**src/include/mouse_consts.svh**
```systemverilog
`ifndef MOUSE_CONSTS_SVH
`define MOUSE_CONSTS_SVH

//////////////////////////////
// Bus mapping
//////////////////////////////

// Address of register 0 (status)
`define MOUSE_BASE_ADDR 8'hA0

// Registers in the bank, base through base+5
`define MOUSE_NUM_REGS 8'd6

//////////////////////////////
// Cursor limits
//////////////////////////////

// Largest reachable position on each axis
`define SCREEN_X_MAX 8'd159
`define SCREEN_Y_MAX 8'd119

// Scale factor 1, deltas pass unchanged
`define SENS_RESET 2'd1

`endif

```
**src/mousePkg.sv**
```systemverilog
package mousePkg;

  // One serial frame after the receiver
  typedef struct packed {
    logic [7:0] data;
    logic       parityError;
  } ps2Byte;

  // Unpacked three-byte movement report
  typedef struct packed {
    logic [2:0] buttons;    // Bit 0 left, bit 1 right, bit 2 middle
    logic       xSign;
    logic       ySign;
    logic       xOverflow;
    logic       yOverflow;
    logic [7:0] dx;         // Low bits, sign is xSign
    logic [7:0] dy;
  } mousePacket;

  // Result handed to the bus side
  typedef struct packed {
    logic [7:0] posX;
    logic [7:0] posY;
    logic [2:0] buttons;
    logic [7:0] lastDx;     // Scaled, saturated to +-127
  } cursorState;

  typedef enum logic [1:0] {rxIdle, rxData, rxParity, rxStop} rxState;

  typedef enum logic [1:0] {asmHeader, asmSecond, asmThird, asmDeliver} asmState;

  // Offsets from the base address
  typedef enum logic [2:0] {
    regStatus, regPosX, regPosY, regLastDx, regSens, regReserved
  } regIndex;

endpackage

```
**src/ps2Receiver.sv**
```systemverilog
`timescale 1ns/10ps

module ps2Receiver import mousePkg::*; (
  input  logic   CLK,
  input  logic   RESET,
  input  logic   clkMouse,
  input  logic   dataMouse,
  output ps2Byte rxByte,
  output logic   byteReq,
  input  logic   byteAck
);

  logic [1:0] clkSync;
  logic [1:0] dataSync;
  logic       clkPrev;
  logic       fallEdge;
  rxState     state;
  logic [2:0] bitCount;
  logic [7:0] shiftReg;
  logic       parityBit;
  logic       frameDone;
  logic       loadByte;

  //////////////////////////////
  // Line synchronizers
  //////////////////////////////

  // Idle lines sit high, so reset to 1 to avoid a fake edge
  always_ff @(posedge CLK) begin
    if (RESET) begin
      clkSync  <= 2'b11;
      dataSync <= 2'b11;
      clkPrev  <= 1'b1;
    end else begin
      clkSync  <= {clkSync[0], clkMouse};
      dataSync <= {dataSync[0], dataMouse};
      clkPrev  <= clkSync[1];
    end
  end

  // Mouse drives data on rising, host samples on falling
  assign fallEdge = clkPrev & ~clkSync[1];

  //////////////////////////////
  // Frame FSM
  //////////////////////////////

  always_ff @(posedge CLK) begin
    if (RESET) begin
      state     <= rxIdle;
      bitCount  <= 3'd0;
      frameDone <= 1'b0;
    end else begin
      frameDone <= 1'b0;
      if (fallEdge) begin
        case (state)
          // Start bit must be low, otherwise ignore the edge
          rxIdle: begin
            if (!dataSync[1]) begin
              state    <= rxData;
              bitCount <= 3'd0;
            end
          end
          rxData: begin
            bitCount <= bitCount + 3'd1;
            if (bitCount == 3'd7) begin
              state <= rxParity;
            end
          end
          rxParity: state <= rxStop;
          // Bad stop bit drops the frame
          rxStop: begin
            state     <= rxIdle;
            frameDone <= dataSync[1];
          end
          default: state <= rxIdle;
        endcase
      end
    end
  end

  // Data bits arrive LSB first
  always_ff @(posedge CLK) begin
    if (fallEdge && state == rxData) begin
      shiftReg <= {dataSync[1], shiftReg[7:1]};
    end
    if (fallEdge && state == rxParity) begin
      parityBit <= dataSync[1];
    end
  end

  //////////////////////////////
  // Output handshake
  //////////////////////////////

  // Frame lost if the previous handshake is still open
  assign loadByte = frameDone & ~byteReq & ~byteAck;

  always_ff @(posedge CLK) begin
    if (RESET) begin
      byteReq <= 1'b0;
    end else if (byteReq && byteAck) begin
      byteReq <= 1'b0;
    end else if (loadByte) begin
      byteReq <= 1'b1;
    end
  end

  // Odd parity: ones in data plus parity bit must be odd
  always_ff @(posedge CLK) begin
    if (loadByte) begin
      rxByte.data        <= shiftReg;
      rxByte.parityError <= ~(^{shiftReg, parityBit});
    end
  end

endmodule

```
**config.mk**
```make
export PLATFORM = sky130hd
export DESIGN_NAME = ps2Receiver
export DESIGN_NICKNAME = d
export VERILOG_FILES = /design/src/include/mouse_consts.svh /design/src/mousePkg.sv /design/src/ps2Receiver.sv
export SDC_FILE = /design/constraint.sdc
export NUM_CORES = 1
export LEC_CHECK = 0
export ABC_CLOCK_PERIOD_IN_PS = 1650
export BUFFER_PORTS_ARGS = -buffer_cell sky130_fd_sc_hd__buf_2
export CAP_MARGIN = 5
export CELL_PAD_IN_SITES_DETAIL_PLACEMENT = 0
export CELL_PAD_IN_SITES_GLOBAL_PLACEMENT = 2
export CORE_UTILIZATION = 38
export DETAILED_ROUTE_END_ITERATION = 6
export PLACE_DENSITY = 0.76
export REMOVE_ABC_BUFFERS = 1
export SYNTH_ARGS = -nofsm -noshare
export SYNTH_HDL_FRONTEND = slang
export SYNTH_SLANG_ARGS = --single-unit
```
**constraint.sdc**
```tcl
create_clock -name CLK -period 1.65 [get_ports CLK]
set_input_delay 0.165 -clock CLK [delete_from_list [all_inputs] [get_ports CLK]]
set_output_delay 0.165 -clock CLK [all_outputs]
set_load 0.03 [all_outputs]
```
# Word-level counts from Yosys, hierarchy flattened
# Index checks and enable logic that the tools add are counted.
# W data, S select, Z words.
# classes
add_sub_neg	1
n_eq_ne	6
n_mux	5
bitwise_logic	9
reduce_logical	10
# ops
op	n
$reduce_xor A9 Y1	1
$pmux W2 S4	1
$not A1 Y1	6
$pmux W3 S2	1
$reduce_and A3 Y1	2
$eq A2 B2 Y1 const B	2
$mux W2	2
$ne A2 B2 Y1 const B	2
$add A3 B1 Y3 const B	1
$and A1 B1 Y1	3
$eq A3 B3 Y1 const B	1
$logic_and A1 B1 Y1	3
$mux W3	1
$reduce_or A3 Y1	1
$eq A2 B1 Y1 const B	1
$logic_not A2 Y1	1
$reduce_bool A2 Y1	1
$reduce_or A2 Y1	1
# totals
register_bits	30
inputBits	5

# Logic depth before layout (Yosys ltp)
# depth
depth_word	4
ltp_mapped	5

# Least setup slack after synthesis
# OpenSTA, ideal clock, no wires.
# synth_timing
path_kind	reg2reg
start	reg byteReq
end	reg rxByte[0] (netlist bit) (enable)
setup_time_ns	0.389
t_arrival_ns	1.205
slack_ns	0.056
stages_incl_launch_ff	2
path_buffers	0
synth_period_minus_slack_ns	1.594
cell_sequence	dfxtp_1 > nor3b_1
# synth_between
elab_chain_cells	3
# synth_lines
element	line	source
from (decl)	ps2Receiver.sv:9	output logic byteReq,
from (signal assigned)	ps2Receiver.sv:101	byteReq <= 1'b0;
from (signal assigned)	ps2Receiver.sv:103	byteReq <= 1'b0;
from (signal assigned)	ps2Receiver.sv:105	byteReq <= 1'b1;
$not A1 Y1	ps2Receiver.sv:97	assign loadByte = frameDone & ~byteReq & ~byteAck;
$and A1 B1 Y1 (2 in series)	ps2Receiver.sv:97	
named net loadByte	ps2Receiver.sv:22	logic loadByte;
to (decl)	ps2Receiver.sv:8	output ps2Byte rxByte,
# The timed path passes the listed nets, and every way through them passes these cells.
# A chain may end at the register's enable or synchronous reset.

# Worst setup path in the final report
# layout_timing
start	reg shiftReg[1]
end	reg rxByte[0] (netlist bit), data pin
# layout_between
elab_chain_cells	2
# layout_lines
element	line	source
from (decl)	ps2Receiver.sv:19	logic [7:0] shiftReg;
from (signal assigned)	ps2Receiver.sv:85	shiftReg <= {dataSync[1], shiftReg[7:1]};
$reduce_xor A9 Y1	ps2Receiver.sv:113	rxByte.parityError <= ~(^{shiftReg, parityBit});
$not A1 Y1	ps2Receiver.sv:113	
# Every way passes these cells.

==> results.md <==
- TNS Setup: 0 ns
- Actual slew at the worst max-slew pin: 0.334 ns
- Ports: 15
- Synth Area in Simple Gates: 12.8%
- Clk_skew: 0.00459 ns
- Failing checks: DRC
- #FFs+latches synth: 30
- Post-DP Area: 1260 sq um
- Sequential share of the synthesized area: 68.2%
- Most frequent cells in the layout: edfxtp_1 (18), buf_2 (14), dfxtp_1 (12)
- WHS Path Cells: 2
- Post-CTS Setup Bufs: 0
- Critical path endpoint category: flop
- Clock Power Share: 34.7%
- Starting DRT DRC Count: 15
- Syn Inst Count: 80
- Largest family of logic cells by synthesized area: simple AND/OR/NAND/NOR gates
- Post-route DRC violation count: 4
- Die width: 56.9 um
- Worst path bufs/invs: 0
- Worst Path Max Fanout: 3
- Routability-driven placement congestion ratio: 0.687
- Setup ws final: 0.248 ns
- Commonest non-fill, non-tap cell in the layout: edfxtp_1
- Initial antenna violation count: 0
- Max-slew violations: 0
- Worst reg2reg setup slack: 0.25 ns
- FILL cells: 276
- Fin crit share: 85.0%
- Post-Synth XOR/XNOR Area: 6.56%
- Starting density of the core: 40.8%
- Share of post-route cells with drive strength above 1: 26.9%
- Die height: 56.9 um
- Reg-to-Reg Start: shiftReg[1]$_DFFE_PP_
- Sequential share of power: 63.0%
- Area taken by multi-input logic gates: 353 sq um
- Reg-to-Reg End: rxByte[0]$_DFFE_PP_
- Critical path's slowest cell: edfxtp_1
- Fin crit period: 1.40 ns
- Post-DP HPWL: 1.17 mm
- Ys Warns: 0
- Pleak: 0.502 nW
- CTS tree: done
- Hold path startpoint: clkMouse
- Total net switching power: 250 uW
- Clk_lat worst skew: 0.31 ns
- Layout area overhead: 16.6%
- Final Hold Fails: 0
- Post-synth ARST share: 0%
- Die Area: 3240 sq um
- Power Density: 944 nW/um^2
- CP required: 1.72 ns
- Post-synthesis mux area share: 0%
- Startpoint types: flop
- Setup CP Type: reg -> reg
- Fin area: 1340 sq um
- Synth Area per Inst: 14.3 sq um
- Status: finished, violations left
- Antenna viol nets, final: 0
- Total Routing Usage GR: 12.5%
- Largest delay share family, worst path: XOR/XNOR gates
- Most common flop cell mapped by yosys: edfxtp_1
- NumNets Final: 114
- Vias after detailed routing: 665
- Worst slew margin: 77.7%
- Grt ovf: 0
- Sw Ratio: 19.8%
- CP Cell Sequence: xor2_1 -> xnor3_1 -> xnor2_1
- Clock slew at reported path FFs: 0.09 ns
- Pre-antenna DRT Iters: 6
- Post-layout util: 47.6%
- Largest net degree at the start of global routing: 13
- Cells on worst reg2reg path: 3
- FP Rows: 19
- Finish-stage setup viols: 0
- Number of flops mapped to enable cells by yosys: 18
- Maximum capacitance violations: 0
- Pre-CTS setup slack: 0.251 ns
- Num CTS Buffers: 5
- Fmax: 713 MHz
- ANT cells: 0
- Vias in the first global route: 649
- Cell Area, Synth: 1140 sq um
- WL/cell: 12.7 um
- CTS H-tree depth: 2
- VDD IR-drop max: 516 uV
- Clock Tree Buf Depth: 2
- Logic pwr share: 2.3%
- Global-route wire length before repair: 2.87 mm
- Int Pwr: 1.01 mW
- Worst Hold Class: in -> reg
- RSZ-0062 raised after global routing: false
- Yosys cell types: 22
- Core Region: 2810 sq um
- Average vias per placed instance: 4.93
- Clk sinks: 30
- Port buffer count: 14
- WHS Endpoint: clkSync[0]$_SDFF_PP1_
- Root Buffer: clkbuf_4
- Crit path DAT: 1.47 ns
- Synth Area in Adders: 6.56%
- Compound-Gate Fraction of Synth Area: 4.92%
- CP peak stage delay: 0.43 ns
- Register area: 781 sq um
- Drt total wl: 1.72 mm
-- cells in the mapped netlist, drive strengths merged (3+ instances only) --
| cell type | count | area share, % |
|---|---|---|
| a21oi | 4 | 1.7 |
| and2 | 3 | 1.6 |
| dfxtp | 12 | 21 |
| edfxtp | 18 | 47 |
| ha | 6 | 6.6 |
| nand4 | 3 | 1.6 |
| nor3 | 3 | 1.3 |
| o31ai | 4 | 2.6 |
| or2 | 5 | 2.7 |
| xnor2 | 4 | 3.1 |
-- flip-flops by register name, summed over array words and instances, names as in the netlist --
name / flops
byteReq: 1
shiftReg: 8
dataSync: 2
rxByte: 9
parityBit: 1
state: 2
clkPrev: 1
bitCount: 3
clkSync: 2
frameDone: 1
-- stage by stage --
step | cells | total power [mW] | hold WS [ns]
4_1_cts | 134 | 1.28 | 0.000928
2_1_floorplan | 79 | 0.824 | 0.234
3_5_place_dp | 126 | 0.839 | 0.352
5_1_grt | 135 | 1.32 | 0.00258
6_report | 135 | 1.26 | 0.0263
3_3_place_gp | 126 | 0.839 | 0.347
-- how the worst max path moves through the flow --
| stage | from | end | slack, ns | cells after the start |
|---|---|---|---|---|
| after floorplan | byteReq$_SDFFE_PP0P_ | rxByte[0]$_DFFE_PP_ | 0.06 | 1 |
| after global placement | shiftReg[5]$_DFFE_PP_ | rxByte[0]$_DFFE_PP_ | 0.27 | 3 |
| after detailed placement | shiftReg[1]$_DFFE_PP_ | rxByte[0]$_DFFE_PP_ | 0.25 | 3 |
| after CTS | shiftReg[7]$_DFFE_PP_ | rxByte[0]$_DFFE_PP_ | 0.24 | 3 |
| after global routing | state[1]$_SDFFE_PP0P_ | shiftReg[1]$_DFFE_PP_ | 0.12 | 3 |
| final | shiftReg[1]$_DFFE_PP_ | rxByte[0]$_DFFE_PP_ | 0.25 | 3 |
-- power by group through the flow --
stage | logic (mW) | registers [mW] | clock network [mW]
after global routing | 0.0328 | 0.795 | 0.493
after detailed placement | 0.0276 | 0.811 | 0
after floorplan | 0.0141 | 0.810 | 0
after CTS | 0.0276 | 0.794 | 0.457
after global placement | 0.0279 | 0.811 | 0
final | 0.0293 | 0.794 | 0.437
-- routing by layer --
layer	vias to the layer above	track usage (%)	routed length, um	share of wire, %
met5	-	0	0	0
met4	0	6.27	46	2.7
met3	5	6.22	87	5.1
met2	16	20.8	847	49
met1	310	13.0	735	43
li1	334	-	-	-
-- cell type report --
cell class | instances | share of cell area (%)
sequential | 30 | 58.5
multi-input combinational | 47 | 26.4
timing repair buffer | 17 | 7.12
clock buffer | 7 | 4.12
tap | 31 | 2.91
inverter | 2 | 0.562
clock inverter | 1 | 0.375
-- cell families after synthesis --
logic type / after synthesis
xor gates and xnor gates: 7
and+or+nand+nor: 25
buffers and inverters: 3
AOI/OAI and AO/OA: 9
adders and majority gates: 6
DFF: 30
-- what timing repair did --
item,in CTS,in global routing
endpoints found under the hold margin,0,1
hold buffers,0,1
resized for setup,0,0
setup endpoints to repair,0,0
Power figures use the tool's default switching activity.
