## config.mk

```make
export PLATFORM = sky130hd
export DESIGN_NAME = packetAssembler
export DESIGN_NICKNAME = d
export VERILOG_FILES = /design/src/include/mouse_consts.svh /design/src/mousePkg.sv /design/src/packetAssembler.sv
export SDC_FILE = /design/constraint.sdc
export NUM_CORES = 1
export LEC_CHECK = 0
export BUFFER_PORTS_ARGS = -buffer_cell sky130_fd_sc_hd__buf_2
export CAP_MARGIN = 10
export CORE_MARGIN = 2
export CORE_UTILIZATION = 42
export CTS_CLUSTER_SIZE = 10
export DETAILED_ROUTE_END_ITERATION = 10
export PLACE_DENSITY = 0.73
export RECOVER_POWER = 25
export SYNTH_ARGS = -nofsm -noshare
export SYNTH_HDL_FRONTEND = slang
export SYNTH_SLANG_ARGS = --single-unit
```

## constraint.sdc

```tcl
create_clock -name CLK -period 1.7 [get_ports CLK]
set_clock_uncertainty 0.2 [all_clocks]
set_input_delay 0.17 -clock CLK [delete_from_list [all_inputs] [get_ports CLK]]
set_output_delay 0.17 -clock CLK [all_outputs]
set_load 0.03 [all_outputs]
```

## src/include/mouse_consts.svh

```systemverilog
`ifndef MOUSE_CONSTS_SVH
`define MOUSE_CONSTS_SVH

//////////////////////////////
// Bus mapping
//////////////////////////////

// Address of register 0 (status)
`define MOUSE_BASE_ADDR 8'hA0

// Registers in the bank, base through base+5
`define MOUSE_NUM_REGS 8'd6

//////////////////////////////
// Cursor limits
//////////////////////////////

// Largest reachable position on each axis
`define SCREEN_X_MAX 8'd159
`define SCREEN_Y_MAX 8'd119

// Scale factor 1, deltas pass unchanged
`define SENS_RESET 2'd1

`endif

```

## src/mousePkg.sv

```systemverilog
package mousePkg;

  // One serial frame after the receiver
  typedef struct packed {
    logic [7:0] data;
    logic       parityError;
  } ps2Byte;

  // Unpacked three-byte movement report
  typedef struct packed {
    logic [2:0] buttons;    // Bit 0 left, bit 1 right, bit 2 middle
    logic       xSign;
    logic       ySign;
    logic       xOverflow;
    logic       yOverflow;
    logic [7:0] dx;         // Low bits, sign is xSign
    logic [7:0] dy;
  } mousePacket;

  // Result handed to the bus side
  typedef struct packed {
    logic [7:0] posX;
    logic [7:0] posY;
    logic [2:0] buttons;
    logic [7:0] lastDx;     // Scaled, saturated to +-127
  } cursorState;

  typedef enum logic [1:0] {rxIdle, rxData, rxParity, rxStop} rxState;

  typedef enum logic [1:0] {asmHeader, asmSecond, asmThird, asmDeliver} asmState;

  // Offsets from the base address
  typedef enum logic [2:0] {
    regStatus, regPosX, regPosY, regLastDx, regSens, regReserved
  } regIndex;

endpackage

```

## src/packetAssembler.sv

```systemverilog
`timescale 1ns/10ps

module packetAssembler import mousePkg::*; (
  input  logic       CLK,
  input  logic       RESET,
  input  ps2Byte     rxByte,
  input  logic       byteReq,
  output logic       byteAck,
  output mousePacket packet,
  output logic       pktReq,
  input  logic       pktAck,
  output logic       parityFault
);

  asmState state;
  logic    byteTake;

  // No byte accepted while a packet is waiting downstream
  assign byteTake = byteReq & ~byteAck & (state != asmDeliver);

  //////////////////////////////
  // Control FSM
  //////////////////////////////

  always_ff @(posedge CLK) begin
    if (RESET) begin
      state       <= asmHeader;
      byteAck     <= 1'b0;
      pktReq      <= 1'b0;
      parityFault <= 1'b0;
    end else begin
      parityFault <= 1'b0;

      // Release ack once sender has dropped req
      if (byteAck && !byteReq) begin
        byteAck <= 1'b0;
      end

      if (byteTake) begin
        byteAck <= 1'b1;
        if (rxByte.parityError) begin
          // Corrupt byte, restart packet search
          parityFault <= 1'b1;
          state       <= asmHeader;
        end else begin
          case (state)
            // Bit 3 is always set in a real header
            asmHeader: state <= rxByte.data[3] ? asmSecond : asmHeader;
            asmSecond: state <= asmThird;
            asmThird: begin
              state  <= asmDeliver;
              pktReq <= 1'b1;
            end
            default: state <= asmHeader;
          endcase
        end
      end

      if (state == asmDeliver) begin
        if (pktReq && pktAck) begin
          pktReq <= 1'b0;
        end else if (!pktReq && !pktAck) begin
          state <= asmHeader;
        end
      end
    end
  end

  //////////////////////////////
  // Packet fields
  //////////////////////////////

  // Header: YO XO YS XS 1 M R L
  always_ff @(posedge CLK) begin
    if (byteTake && !rxByte.parityError) begin
      case (state)
        asmHeader: begin
          packet.buttons   <= rxByte.data[2:0];
          packet.xSign     <= rxByte.data[4];
          packet.ySign     <= rxByte.data[5];
          packet.xOverflow <= rxByte.data[6];
          packet.yOverflow <= rxByte.data[7];
        end
        asmSecond: packet.dx <= rxByte.data;
        asmThird:  packet.dy <= rxByte.data;
        default: ;
      endcase
    end
  end

endmodule

```

# Word level (Yosys, flattened, before mapping)
# Cells that the tools add are included.
[word_totals]
ff_bits = 28
inputBits = 13
out_inout_bits = 26
wordCells = 48
[op_classes]
eq_ne = 4
mux = 15
bitwise = 4
reduce_logical = 14
[ops]
columns = ["operator", "n"]
rows = [
  ["$mux W2", 5],
  ["$mux W1", 9],
  ["$pmux W2 S3", 1],
  ["$reduce_and A2 Y1", 3],
  ["$eq A2 B2 Y1 const B", 2],
  ["$logic_and A1 B1 Y1", 4],
  ["$logic_not A1 Y1", 4],
  ["$and A1 B1 Y1", 2],
  ["$eq A2 B1 Y1 const B", 1],
  ["$logic_not A2 Y1", 1],
  ["$ne A2 B2 Y1 const B", 1],
  ["$not A1 Y1", 2],
  ["$reduce_bool A2 Y1", 1],
  ["$reduce_or A2 Y1", 1],
]

# Longest topological paths before layout
[logic_depth]
word_depth = 7
ltp_mapped = 5
depth_no_buf = 5

# Least setup slack after synthesis
# OpenSTA, ideal clock, no wires.
[synth_timing]
path_kind = "reg2reg"
start = "reg state[0]"
end = "reg packet[0] (netlist name), enable pin"
setup_ns = 0.310
arrival_ns = 1.128
t_required_ns = 1.190
slack_ns = 0.063
stages_incl_launch_ff = 4
path_buffers = 0
synth_period_minus_slack_ns = 1.637
cell_sequence = "dfxtp_1 > ha_1 > nor4b_2 > and2_2"
[synth_via]
elab_chain_len = 4
elab_cells_between_ends = 5
cone_classes = "eq/ne: 2; bitwise: 1; reduce/logical: 2"
[synth_lines]
columns = ["item", "line_no", "source"]
rows = [
  ["start, declared", "packetAssembler.sv:15", "asmState state;"],
  ["start signal, assigned", "packetAssembler.sv:27", "state <= asmHeader;"],
  ["start signal, assigned", "packetAssembler.sv:44", "state <= asmHeader;"],
  ["start signal, assigned", "packetAssembler.sv:48", "asmHeader: state <= rxByte.data[3] ? asmSecond : asmHeader;"],
  ["$ne A2 B2 Y1", "packetAssembler.sv:19", "assign byteTake = byteReq & ~byteAck & (state != asmDeliver);"],
  ["$and A1 B1 Y1", "packetAssembler.sv:19", ""],
  ["$logic_and A1 B1 Y1", "packetAssembler.sv:75", "if (byteTake && !rxByte.parityError) begin"],
  ["$reduce_and A2 Y1 (no source line) *", "n/a", ""],
  ["end, declared", "packetAssembler.sv:9", "output mousePacket packet,"],
]
# Mark *: on every way between the ends. The rest lies on a longest branch, timed or not.
# A chain may end at the register's enable or synchronous reset.

# Final worst setup path
[layout_timing]
start = "reg state[0]"
end = "reg packet[1] (netlist name), enable pin"
# The elaborated chain is that of the path after synthesis.

==> impl_metrics.sql <==
INSERT INTO impl_metrics (metric_group, metric, value, unit) VALUES
('status', 'status', 'finished, final reports clean', ''),
('hold_path', 'hold_removal_path_class', 'input port to register', ''),
('clocking', 'post-cts-setup-buffers', '0', ''),
('critical_path', 'setup.worst_path.start_class', 'register', ''),
('grt', 'grt_pass1_vias', '575', ''),
('drt', 'routed_via_density', '4.68', ''),
('logic_synthesis', 'netlist_top_cells_area', 'sky130_fd_sc_hd__edfxtp_1 (69%), sky130_fd_sc_hd__dfxtp_1 (10%), sky130_fd_sc_hd__ha_1 (5.0%), sky130_fd_sc_hd__and2_2 (2.3%), sky130_fd_sc_hd__nor3b_1 (1.5%)', ''),
('critical_path', 'critical_path_class', 'register to register', ''),
('hold_path', 'min_to', 'state[1]$_SDFF_PP0_', ''),
('clocking', 'clock_sinks', '28', ''),
('pwr', 'power_leakage', '0.000569', 'µW'),
('die', 'floorplan.initialDensity', '44.7', '%'),
('timing', 'final.setup.worst_slack', '0.0996', 'ns'),
('grt', 'grt.met1_usage', '14.1', '%'),
('logic_synthesis', 'ys_types', '19', ''),
('drt', 'routed_wl', '1.55', 'mm'),
('layout', 'final_core_utilization', '63.5', '%'),
('timing', 'finalSetupViolations', '0', ''),
('layout', 'fillCellCount', '167', ''),
('place', 'detailed_place_hpwl', '1.17', 'mm'),
('die', 'core_area', '2230', 'µm²'),
('critical_path', 'crit_path_max_fanout', '8', ''),
('layout', 'final_cells', '138', ''),
('grt', 'grt.total_usage', '12.1', '%'),
('clocking', 'clockRootBuffer', 'sky130_fd_sc_hd__clkbuf_4', ''),
('critical_path', 'reg2reg_depth', '3', ''),
('timing', 'period_share', '94.1', '%'),
('timing', 'clock.fmax', '0.625', 'GHz'),
('logic_synthesis', 'compound_gate_portion_of_the_synthesized_area', '3.13', '%'),
('timing', 'slew_headroom', '81.6', '%'),
('logic_synthesis', 'share_of_yosys_cell_area_claimed_by_the_top_area_cell_type', '69.2', '%'),
('drt', 'number_of_iterations_in_the_first_detailed_routing_pass', '4', ''),
('die', 'floorplan.die_area', '2780', 'µm²'),
('layout', 'diode_insertion_count_for_antenna_repair', '0', ''),
('logic_synthesis', 'post_synth_fa_ha_maj_area_fraction', '5.01', '%'),
('die', 'num_io_pins', '39', ''),
('logic_synthesis', 'proportion_of_synthesized_chip_area_in_sequential_cells', '79.2', '%'),
('hold_path', 'min-delay-start', 'rxByte[0]', ''),
('place', 'buffer_ports.inserted', '38', ''),
('pwr', 'power_density', '853', 'nW/µm²'),
('clocking', 'cts.clk_slew.worst_paths', '0.13', 'ns'),
('logic_synthesis', 'synthXorXnorAreaFrac', '0', '%'),
('die', 'die_h', '52.8', 'µm'),
('job', 'cap_violations', '0', ''),
('layout', 'signed_area_change_from_the_synthesized_netlist_to_the_final_layout', '42.0', '%'),
('clocking', 'worstSkewPairLatency', '0.31', 'ns'),
('die', 'rows', '17', ''),
('drt', 'first_iter_violations', '5', ''),
('grt', 'grt_remaining_overflow', '0', ''),
('logic_synthesis', 'post_synthesis_simple_gate_area_fraction', '11.9', '%'),
('logic_synthesis', 'dominant_combinational_cell_family_by_area_after_synthesis', 'simple AND/OR/NAND/NOR gates', ''),
('die', 'fp.dieW', '52.8', 'µm'),
('timing', 'drv_slew', '0', ''),
('critical_path', 'critPathCaptureType', 'register', ''),
('logic_synthesis', 'yosysWarnings', '0', ''),
('clocking', 'clock_tree.buffer_depth', '2', ''),
('logic_synthesis', 'syn-instance-count', '53', ''),
('logic_synthesis', 'post_synth_instance_area', '998', 'µm²'),
('grt', 'grt_pass1_wl', '2.39', 'mm'),
('grt', 'grtUsageMet2', '21.5', '%'),
('drt', 'route.detailed.drc', '0', ''),
('pwr', 'total_power', '1210', 'µW'),
('timing', 'fin_hold_ws', '0.0200', 'ns'),
('hold_path', 'worstHoldPathCells', '3', ''),
('grt', 'grtUsageMet3', '1.71', '%'),
('logic_synthesis', 'post-synth-top-area-cell', 'sky130_fd_sc_hd__edfxtp_1', ''),
('critical_path', 'req_time_crit_path', '1.53', 'ns'),
('clocking', 'tritoncts', 'done', ''),
('logic_synthesis', 'post_synth_mux_area_share', '0', '%'),
('timing', 'tightestPinTransition', '0.275', 'ns'),
('clocking', 'ctsHtreeMaxLevel', '1', '');
==> timing repair <==
action | in CTS | in global routing
endpoints found under the hold margin | 28 | 0
hold buffers | 12 | 0
setup endpoints to repair | 0 | 24
gates resized for setup | 0 | 6
==> synthesized netlist by cell type <==
cell and instances:
sky130_fd_sc_hd__or2_2 1, sky130_fd_sc_hd__a311oi_1 1, sky130_fd_sc_hd__nor3b_1 2, sky130_fd_sc_hd__nor3b_2 1, sky130_fd_sc_hd__nor3_1 1, sky130_fd_sc_hd__inv_1 2
sky130_fd_sc_hd__o311a_1 1, sky130_fd_sc_hd__nand4bb_1 1, sky130_fd_sc_hd__a21oi_1 1, sky130_fd_sc_hd__and2_2 3, sky130_fd_sc_hd__a211oi_1 1, sky130_fd_sc_hd__nor4b_2 1
sky130_fd_sc_hd__nor2_1 2, sky130_fd_sc_hd__and3b_1 1, sky130_fd_sc_hd__ha_1 4, sky130_fd_sc_hd__nand2b_1 1, sky130_fd_sc_hd__and2b_2 1, sky130_fd_sc_hd__dfxtp_1 5
sky130_fd_sc_hd__edfxtp_1 23
==> registers in the layout (all words and copies together), names as in the netlist <==
name / cells
byteAck: 1
packet: 23
parityFault: 1
pktReq: 1
state: 2
==> where the power goes <==
part / switching (µW) / total (µW) / internal (µW) / leakage, µW
combinational: 78.1 / 143 / 65.0 / 0.000298
sequential: 7.87 / 770 / 763 / 0.000250
clock: 165 / 296 / 131 / 0.0000210
==> metal layers <==
metal  routed length [µm]  vias to the layer above
li1                     -                      316
met1                  664                      294
met2                  741                       34
met3                  135                        2
met4                    9                        0
met5                    0                        -
==> worst max-delay path by stage <==
| stage | end | start | slack, ns |
|---|---|---|---|
| floorplan | packet[0]$_DFFE_PP_ | state[0]$_SDFF_PP0_ | 0.06 |
| global placement | packet[10]$_DFFE_PP_ | state[0]$_SDFF_PP0_ | 0.06 |
| detailed placement | packet[14]$_DFFE_PP_ | state[0]$_SDFF_PP0_ | 0.02 |
| CTS | packet[9]$_DFFE_PP_ | state[0]$_SDFF_PP0_ | 0.007 |
| global route | state[0]$_SDFF_PP0_ | state[0]$_SDFF_PP0_ | -0.006 |
| finish | packet[1]$_DFFE_PP_ | state[0]$_SDFF_PP0_ | 0.1 |
==> cell families (layout without fill, tap and decap cells) <==
group,Yosys count,in the layout
buf+inv,2,59
fa+ha+maj,4,4
flops,28,28
simple gates,15,15
compound gates,4,4
==> placed cells by master (no fill, tap or decap) <==
cell	n
sky130_fd_sc_hd__dlygate4sd3_1	12
sky130_fd_sc_hd__a211oi_2	1
sky130_fd_sc_hd__dfxtp_1	5
sky130_fd_sc_hd__buf_2	31
sky130_fd_sc_hd__and3b_1	1
sky130_fd_sc_hd__ha_1	4
sky130_fd_sc_hd__and2_4	3
sky130_fd_sc_hd__nor4b_4	1
sky130_fd_sc_hd__nand4bb_1	1
sky130_fd_sc_hd__inv_1	2
sky130_fd_sc_hd__nor2_1	2
sky130_fd_sc_hd__nor3b_1	2
sky130_fd_sc_hd__and2b_2	1
sky130_fd_sc_hd__buf_4	3
sky130_fd_sc_hd__a21oi_1	1
sky130_fd_sc_hd__clkbuf_1	7
sky130_fd_sc_hd__nand2b_1	1
sky130_fd_sc_hd__clkbuf_4	3
sky130_fd_sc_hd__a311oi_1	1
sky130_fd_sc_hd__edfxtp_1	23
sky130_fd_sc_hd__nor3_1	1
sky130_fd_sc_hd__clkbuf_8	1
sky130_fd_sc_hd__nor3b_4	1
sky130_fd_sc_hd__or2_2	1
sky130_fd_sc_hd__o311a_1	1
==> through the flow <==
stage / instance area, µm² / TNS [ns]
global route: 1420 / -0.00581
finish: 1420 / 0
floorplan: 998 / 0
detailed placement: 1250 / 0
global placement: 1250 / 0
CTS: 1400 / 0
==> area by class of cell <==
type	instances	area (µm²)	area share, %
sequential	28	791	55.8
multi-input combinational	23	224	15.8
inverter	2	7.51	0.530
timing repair buffer	53	324	22.9
clock buffer	4	36.3	2.56
tap	28	35.0	2.47
==> critical path, stage by stage (launching register included) <==
cell and delay, ns:
sky130_fd_sc_hd__dfxtp_1 0.34, sky130_fd_sc_hd__ha_1 0.23, sky130_fd_sc_hd__nor4b_4 0.29, sky130_fd_sc_hd__and2_4 0.27
(Power assumes the default switching activity.)
