File: src/include/mouse_consts.svh
`ifndef MOUSE_CONSTS_SVH
`define MOUSE_CONSTS_SVH

//////////////////////////////
// Bus mapping
//////////////////////////////

// Address of register 0 (status)
`define MOUSE_BASE_ADDR 8'hA0

// Registers in the bank, base through base+5
`define MOUSE_NUM_REGS 8'd6

//////////////////////////////
// Cursor limits
//////////////////////////////

// Largest reachable position on each axis
`define SCREEN_X_MAX 8'd159
`define SCREEN_Y_MAX 8'd119

// Scale factor 1, deltas pass unchanged
`define SENS_RESET 2'd1

`endif

File: src/mousePkg.sv
package mousePkg;

  // One serial frame after the receiver
  typedef struct packed {
    logic [7:0] data;
    logic       parityError;
  } ps2Byte;

  // Unpacked three-byte movement report
  typedef struct packed {
    logic [2:0] buttons;    // Bit 0 left, bit 1 right, bit 2 middle
    logic       xSign;
    logic       ySign;
    logic       xOverflow;
    logic       yOverflow;
    logic [7:0] dx;         // Low bits, sign is xSign
    logic [7:0] dy;
  } mousePacket;

  // Result handed to the bus side
  typedef struct packed {
    logic [7:0] posX;
    logic [7:0] posY;
    logic [2:0] buttons;
    logic [7:0] lastDx;     // Scaled, saturated to +-127
  } cursorState;

  typedef enum logic [1:0] {rxIdle, rxData, rxParity, rxStop} rxState;

  typedef enum logic [1:0] {asmHeader, asmSecond, asmThird, asmDeliver} asmState;

  // Offsets from the base address
  typedef enum logic [2:0] {
    regStatus, regPosX, regPosY, regLastDx, regSens, regReserved
  } regIndex;

endpackage

File: src/positionTracker.sv
`timescale 1ns/10ps

`include "mouse_consts.svh"

module positionTracker import mousePkg::*; (
  input  logic       CLK,
  input  logic       RESET,
  input  mousePacket packet,
  input  logic       pktReq,
  output logic       pktAck,
  input  logic [1:0] sens,
  output cursorState cursor,
  output logic       curReq,
  input  logic       curAck
);

  logic signed [10:0] scaledX;
  logic signed [10:0] scaledY;
  logic               delivered;
  logic               start;

  //////////////////////////////
  // Arithmetic helpers
  //////////////////////////////

  // 9-bit delta widened, then shifted by sensitivity
  function automatic logic signed [10:0] scaleDelta(input logic sign, input logic [7:0] mag,
                                                    input logic ovf, input logic [1:0] sensSel);
    logic signed [10:0] raw;
    raw = {{3{sign}}, mag};
    // Overflowed axis is not trusted
    if (ovf) return '0;
    case (sensSel)
      2'd0:    return raw >>> 1;
      2'd1:    return raw;
      2'd2:    return raw <<< 1;
      default: return raw <<< 2;
    endcase
  endfunction

  function automatic logic [7:0] clampAxis(input logic [7:0] pos,
                                           input logic signed [10:0] delta,
                                           input logic [7:0] maxPos);
    logic signed [11:0] sum;
    sum = $signed({4'b0000, pos}) + $signed({delta[10], delta});
    if (sum < 0) return 8'd0;
    if (sum > $signed({4'b0000, maxPos})) return maxPos;
    return sum[7:0];
  endfunction

  // Limit to +-127 for the 8-bit register
  function automatic logic [7:0] saturate(input logic signed [10:0] delta);
    if (delta > 11'sd127) return 8'h7F;
    if (delta < -11'sd127) return 8'h81;
    return delta[7:0];
  endfunction

  assign scaledX = scaleDelta(packet.xSign, packet.dx, packet.xOverflow, sens);
  assign scaledY = scaleDelta(packet.ySign, packet.dy, packet.yOverflow, sens);

  // New packet, both handshakes idle
  assign start = pktReq & ~pktAck & ~curReq & ~curAck & ~delivered;

  //////////////////////////////
  // Handshake sequencing
  //////////////////////////////

  always_ff @(posedge CLK) begin
    if (RESET) begin
      pktAck    <= 1'b0;
      curReq    <= 1'b0;
      delivered <= 1'b0;
      cursor    <= '0;
    end else if (start) begin
      cursor.posX    <= clampAxis(cursor.posX, scaledX, `SCREEN_X_MAX);
      cursor.posY    <= clampAxis(cursor.posY, scaledY, `SCREEN_Y_MAX);
      cursor.buttons <= packet.buttons;
      cursor.lastDx  <= saturate(scaledX);
      curReq         <= 1'b1;
    end else if (curReq && curAck) begin
      curReq    <= 1'b0;
      delivered <= 1'b1;
    end else if (delivered && !curAck) begin
      // Result handed over, now free the packet
      delivered <= 1'b0;
      pktAck    <= 1'b1;
    end else if (pktAck && !pktReq) begin
      pktAck <= 1'b0;
    end
  end

endmodule

File: config.mk
export PLATFORM = sky130hd
export DESIGN_NAME = positionTracker
export DESIGN_NICKNAME = d
export VERILOG_FILES = /design/src/mousePkg.sv /design/src/positionTracker.sv
export VERILOG_INCLUDE_DIRS = /design/src /design/src/include
export SDC_FILE = /design/constraint.sdc
export NUM_CORES = 1
export LEC_CHECK = 0
export BUFFER_PORTS_ARGS = -buffer_cell sky130_fd_sc_hd__buf_2
export CAP_MARGIN = 20
export CELL_PAD_IN_SITES_DETAIL_PLACEMENT = 0
export CELL_PAD_IN_SITES_GLOBAL_PLACEMENT = 1
export CORE_MARGIN = 3
export CORE_UTILIZATION = 35
export DETAILED_ROUTE_END_ITERATION = 7
export PLACE_DENSITY = 0.69
export RECOVER_POWER = 50
export SLEW_MARGIN = 10
export SYNTH_ARGS = -nofsm -noshare
export SYNTH_HDL_FRONTEND = slang
export SYNTH_SLANG_ARGS = --single-unit
File: constraint.sdc
create_clock -name CLK -period 5.5 [get_ports CLK]
set_input_delay 1.1 -clock CLK [delete_from_list [all_inputs] [get_ports CLK]]
set_output_delay 1.1 -clock CLK [all_outputs]
set_load 0.05 [all_outputs]
# After elaboration in Yosys (flattened, before gate mapping)

Cells that the tools add are included.

Add/sub/neg operators: 2
$mul: 0
Div/mod/pow operators: 0
Order comparisons: 6
Eq/ne operators: 2
Shift operators: 0
Muxes and demuxes: 47
Bitwise gates (word level): 10
Reduce and logical (&&, ||, !) cells: 11

Operators with widths:

| kind                  | count |
|---|---|
| $mux W8               | 12 |
| $pmux W10 S3          | 2 |
| $mux W11              | 4 |
| $mux W1               | 29 |
| $add A9 B11 Y12       | 2 |
| $lt A12 B1 Y1 const B | 2 |
| $gt A12 B8 Y1 const B | 1 |
| $gt A12 B9 Y1 const B | 1 |
| $gt A11 B8 Y1 const B | 1 |
| $lt A11 B8 Y1 const B | 1 |
| $not A1 Y1            | 6 |
| $reduce_bool A2 Y1    | 3 |
| $and A1 B1 Y1         | 4 |
| $logic_and A1 B1 Y1   | 3 |
| $reduce_and A3 Y1     | 1 |
| $eq A2 B1 Y1 const B  | 1 |
| $eq A2 B2 Y1 const B  | 1 |
| $logic_not A1 Y1      | 2 |
| $logic_not A2 Y1      | 1 |
| $reduce_and A2 Y1     | 1 |

Flip-flop bits (word level): 30
Latch bits: 0
RAM bits: 0
ROM bits: 0
Bits of input ports: 29
Logic and storage cells: 85
Memories: 0

# Depth between registers and ports, before layout

Word-level depth: 13
Mapped depth: 14
Depth with buffers taken out: 12

# Least setup slack after synthesis

Ideal clock, no wire load.

Path kind: input port to flip-flop
Start: input sens[0]
End: register cursor[15] (netlist name)
Data arrival time: 4161 ps
Required time: 5381 ps
Path slack: 1221 ps
Cell stages on the path: 13
Cell sequence: buf_4 > buf_2 > buf_1 > mux2_2 > nor2_1 > a211oi_1 > ha_1 > a21oi_1 > o21ai_0 > a311oi_2 > o211ai_1 > or3_4 > o221a_1

Word-level cells in the longest chain between the ends: 11

RTL lines:

| element                                    | line                  | source |
|---|---|---|
| start, declared                            | positionTracker.sv:11 | `input logic [1:0] sens,` |
| $eq A2 B2 Y1, or another cell as far along | positionTracker.sv:33 | `case (sensSel)` |
| $pmux W10 S3 (*)                           | positionTracker.sv:33 |  |
| $mux W11 (*)                               | positionTracker.sv:33 |  |
| $add A9 B11 Y12 (*)                        | positionTracker.sv:45 | `sum = $signed({4'b0000, pos}) + $signed({delta[10], delta});` |
| $gt A12 B8 Y1                              | positionTracker.sv:47 | `if (sum > $signed({4'b0000, maxPos})) return maxPos;` |
| $mux W1 (2 in a row)                       | positionTracker.sv:47 |  |
| $mux W1                                    | positionTracker.sv:74 | `end else if (start) begin` |
| $mux W1                                    | positionTracker.sv:69 | `if (RESET) begin` |
| $mux W8                                    | positionTracker.sv:48 | `return sum[7:0];` |
| $mux W8 (*)                                | positionTracker.sv:47 |  |
| end, declared                              | positionTracker.sv:12 | `output cursorState cursor,` |

Mark *: on every way between the ends. The rest lies on a longest branch, timed or not. The select of a mux whose other input is x is not followed.
A chain may end at the register's enable or synchronous reset.

# Worst setup path after layout

Start: input sens[0]
End: register cursor[22] (netlist name)

Word-level cells in the longest chain between the ends: 11

RTL lines:

| element                                    | line |
|---|---|
| $eq A2 B2 Y1, or another cell as far along | positionTracker.sv:33 |
| $pmux W10 S3 (*)                           | positionTracker.sv:33 |
| $mux W11 (*)                               | positionTracker.sv:33 |
| $add A9 B11 Y12 (*)                        | positionTracker.sv:45 |
| $gt A12 B9 Y1                              | positionTracker.sv:47 |
| $mux W1 (2 in a row)                       | positionTracker.sv:47 |
| $mux W1                                    | positionTracker.sv:74 |
| $mux W1                                    | positionTracker.sv:69 |
| $mux W8                                    | positionTracker.sv:48 |
| $mux W8 (*)                                | positionTracker.sv:47 |

Marked as above.

==> results.sh <==
export IMPL_clk_pin_slew_worst_paths_ns=0.07
export IMPL_num_rows=31
export IMPL_setup_total_negative_slack_ns=0
export IMPL_final_max_slew_viol_count=0
export IMPL_finalHoldViolCount=0
export IMPL_worst_path_arrival_time_ns=4.32
export IMPL_fin_crit_sh_pct=76.1
export IMPL_leakage_nw=1.33
export IMPL_ant_nets=0
export IMPL_layout_core_utilization_pct=42.2
export IMPL_detailroute_via_count=2736
export IMPL_tritoncts_clock_tree="yes"
export IMPL_grt_ovfl_total=0
export IMPL_syn_cell_area_um2=2720
export IMPL_antenna_violations_before_repair=0
export IMPL_synth_distinct_cells=61
export IMPL_place_gp_congestion=0.906
export IMPL_hold_end="cursor[10]$_SDFFE_PP0P_"
export IMPL_path_cells="buf_2 > mux2i_1 > nor3_1 > ha_1 > inv_1 > fa_1 > nor2b_1 > o2111ai_1 > a21o_1 > a21o_1 > a311oi_2 > a31oi_1"
export IMPL_avgSynthCellArea_um2=8.00
export IMPL_tightest_slew_ns=0.735
export IMPL_sw_frac_of_total_pct=39.3
export IMPL_synth_seq_cells=30
export IMPL_final_setup_skew_ns=0.00593
export IMPL_insertion_delay_ns=0.29
export IMPL_criticalPathCategory="in -> reg"
export IMPL_combinational_fraction_of_design_power_pct=35.8
export IMPL_outcome="completed"
export IMPL_final_routed_wire_length_divided_by_cell_count_um=16.4
export IMPL_slack_of_the_worst_reg_to_reg_path_ns=2.87
export IMPL_grt_setup_unrepaired="false"
export IMPL_irDropWorstVdd_mv=0.0748
export IMPL_period_needed_ns=4.18
export IMPL_cts_made_buffers=5
export IMPL_num_antenna_cells=0
export IMPL_worst_slew_margin_rel_pct=51.0
export IMPL_syn_inst=340
export IMPL_critPathMostFrequentCell="sky130_fd_sc_hd__a21o_1"
export IMPL_htreeDepth=2
export IMPL_clkPwrFrac_pct=28.5
export IMPL_dpl_cell_area_um2=3070
export IMPL_startpoint_type="input pin"
export IMPL_number_of_global_route_vias_before_repair=2674
export IMPL_vias_per_cell=5.60
export IMPL_port_buffers=57
export IMPL_worst_hold_path_depth=2
export IMPL_drive_gt1_share_pct=13.6
export IMPL_wirelength_um=8030
export IMPL_worst_r2r_endpoint="cursor[22]$_SDFFE_PP0P_"
export IMPL_ioPinCount=58
export IMPL_data_required_time_at_the_worst_endpoint_ns=5.64
export IMPL_hold_path_class="reg -> reg"
export IMPL_synth_warnings=0
export IMPL_cts_root_buf="sky130_fd_sc_hd__clkbuf_8"
export IMPL_synth_top_flop_cell="sky130_fd_sc_hd__dfxtp_1"
export IMPL_grt_util_all_layers_pct=18.6
export IMPL_post_synth_edffs=0
export IMPL_max_cap_violations=0
export IMPL_die_h_um=94.2
export IMPL_effective_utilization_at_floorplan_pct=36.7
export IMPL_syn_to_final_growth_pct=15.0
export IMPL_power_density_cells_nw_per_um2=217
export IMPL_finalSetupViolCount=0
export IMPL_cts_buffer_depth=2
export IMPL_worst_r2r_path_depth=9
export IMPL_cp_end_kind="flop"
export IMPL_async_reset_ff_share_pct=0
export IMPL_timing_critical_path_slowest_cell_delay_ns=0.50
export IMPL_post_cts_repair_setup_buffers=0
export IMPL_fmaxAchievable_mhz=239
export IMPL_final_common_cell="sky130_fd_sc_hd__dfxtp_1"
export IMPL_post_cts_resize_count=0
export IMPL_fp_dieW_um=94.2
export IMPL_drtIter0Drc=100
export IMPL_sequential_power_share_pct=35.8
export IMPL_postSynthNetCount=388
export IMPL_switchingPower_mw=0.267
export IMPL_synth_sequential_area_ratio_pct=22.1
export IMPL_nNetsFinal=437
export IMPL_power_report_internal_total_mw=0.412
export IMPL_cp_max_fo=32
export IMPL_grt_start_max_net_pins=33
export IMPL_cts_hold_repair_buffers=0
export IMPL_most_common_layout_cells="sky130_fd_sc_hd__dfxtp_1, sky130_fd_sc_hd__buf_2, sky130_fd_sc_hd__a21oi_1, sky130_fd_sc_hd__clkbuf_1, sky130_fd_sc_hd__nor2_1"
export IMPL_clkSinkCount=30
export IMPL_grt_first_pass_wirelength_um=13200
export IMPL_dieArea_um2=8870
export IMPL_critical_path_reg2reg_startpoint="cursor[19]$_SDFFE_PP0P_"
export IMPL_drc=0
export IMPL_min_from="cursor[10]$_SDFFE_PP0P_"
export IMPL_crit_path_top_delay_cell="sky130_fd_sc_hd__buf_2"
export IMPL_detail_route_first_pass_iterations=4
export IMPL_final_area_um2=3130
export IMPL_hpwlAfterDp_um=6390
export IMPL_core_um2=7410
kinds of logic (layout without fill, tap and decap cells):
family | after synthesis | in the layout | share of synthesized area, %
multiplexers | 17 | 17 | 6.85
XOR/XNOR | 10 | 10 | 3.22
flip-flops | 30 | 30 | 22.1
buffers and inverters | 30 | 80 | 4.65
adder cells (fa/ha/maj) | 20 | 20 | 9.66
AO/OA/AOI/OAI | 132 | 132 | 34.6
AND/OR/NAND/NOR | 101 | 101 | 19.0
per-stage QoR:
| stage | cells | setup slack [ns] | power, mW | hold WS [ns] |
|---|---|---|---|---|
| after CTS | 489 | 1.29 | 0.689 | 0.463 |
| final | 489 | 1.32 | 0.679 | 0.462 |
| after global placement | 481 | 1.02 | 0.495 | 0.442 |
| after global routing | 489 | 0.934 | 0.722 | 0.486 |
| after detailed placement | 481 | 1.00 | 0.494 | 0.453 |
| after floorplan | 340 | 1.22 | 0.429 | 0.469 |
synthesized netlist by cell type, drive strengths merged (7+ instances only):
cell type / n / area share, %
nor2b: 10 / 2.3
a21o: 12 / 3.3
ha: 17 / 7.8
mux2i: 13 / 4.8
nand2: 25 / 3.4
inv: 14 / 1.9
o21ai: 20 / 3.7
a31oi: 8 / 1.8
o211ai: 7 / 1.9
a211oi: 23 / 6.5
o221a: 9 / 3.7
dfxtp: 30 / 22
a21oi: 28 / 5.2
nor2: 27 / 3.7
and2: 9 / 2.1
clkbuf: 11 / 1.5
how the worst max path moves through the flow:
stage             from                       to  slack, ns
2_1_floorplan  sens[0]  cursor[15]$_SDFFE_PP0P_       1.22
3_3_place_gp   sens[0]  cursor[20]$_SDFFE_PP0P_       1.02
3_5_place_dp   sens[0]  cursor[21]$_SDFFE_PP0P_        1.0
4_1_cts        sens[0]  cursor[21]$_SDFFE_PP0P_       1.29
5_1_grt        sens[0]  cursor[22]$_SDFFE_PP0P_       0.93
6_report       sens[0]  cursor[22]$_SDFFE_PP0P_       1.32
worst max-delay path, delay by kind of cell:
family | cells | cell delay [ns]
multiplexers | 1 | 0.20
AO/OA/AOI/OAI | 5 | 1.27
AND/OR/NAND/NOR | 2 | 0.51
adder cells (fa/ha/maj) | 2 | 0.65
buffers and inverters | 2 | 0.56
area by class of cell:
class                      count  area, µm²
inverter                      14       52.6
multi-input combinational    280       2000
timing repair buffer          58        258
fill                         803       4280
sequential                    30        601
clock buffer                   6       82.6
tap                           99        124
clock inverter                 2       12.5
power groups by stage:
stage               sequential, mW  clock (mW)  combinational, mW
floorplan                    0.290           0              0.139
global placement             0.248           0              0.247
global route                 0.245       0.209              0.268
detailed placement           0.248           0              0.247
finish                       0.243       0.193              0.243
CTS                          0.243       0.198              0.247
sequential cells by signal (all words and copies together) (netlist names):
register	cells
curReq	1
cursor	27
delivered	1
pktAck	1
per-layer routing:
metal | wire, µm | share of wire (%) | track usage [%]
met2 | 3930 | 49 | 31.9
met3 | 311 | 3.9 | 3.37
met4 | 136 | 1.7 | 5.78
met5 | 0 | 0 | 0
met1 | 3650 | 45 | 23.6
Power figures use the tool's default switching activity.
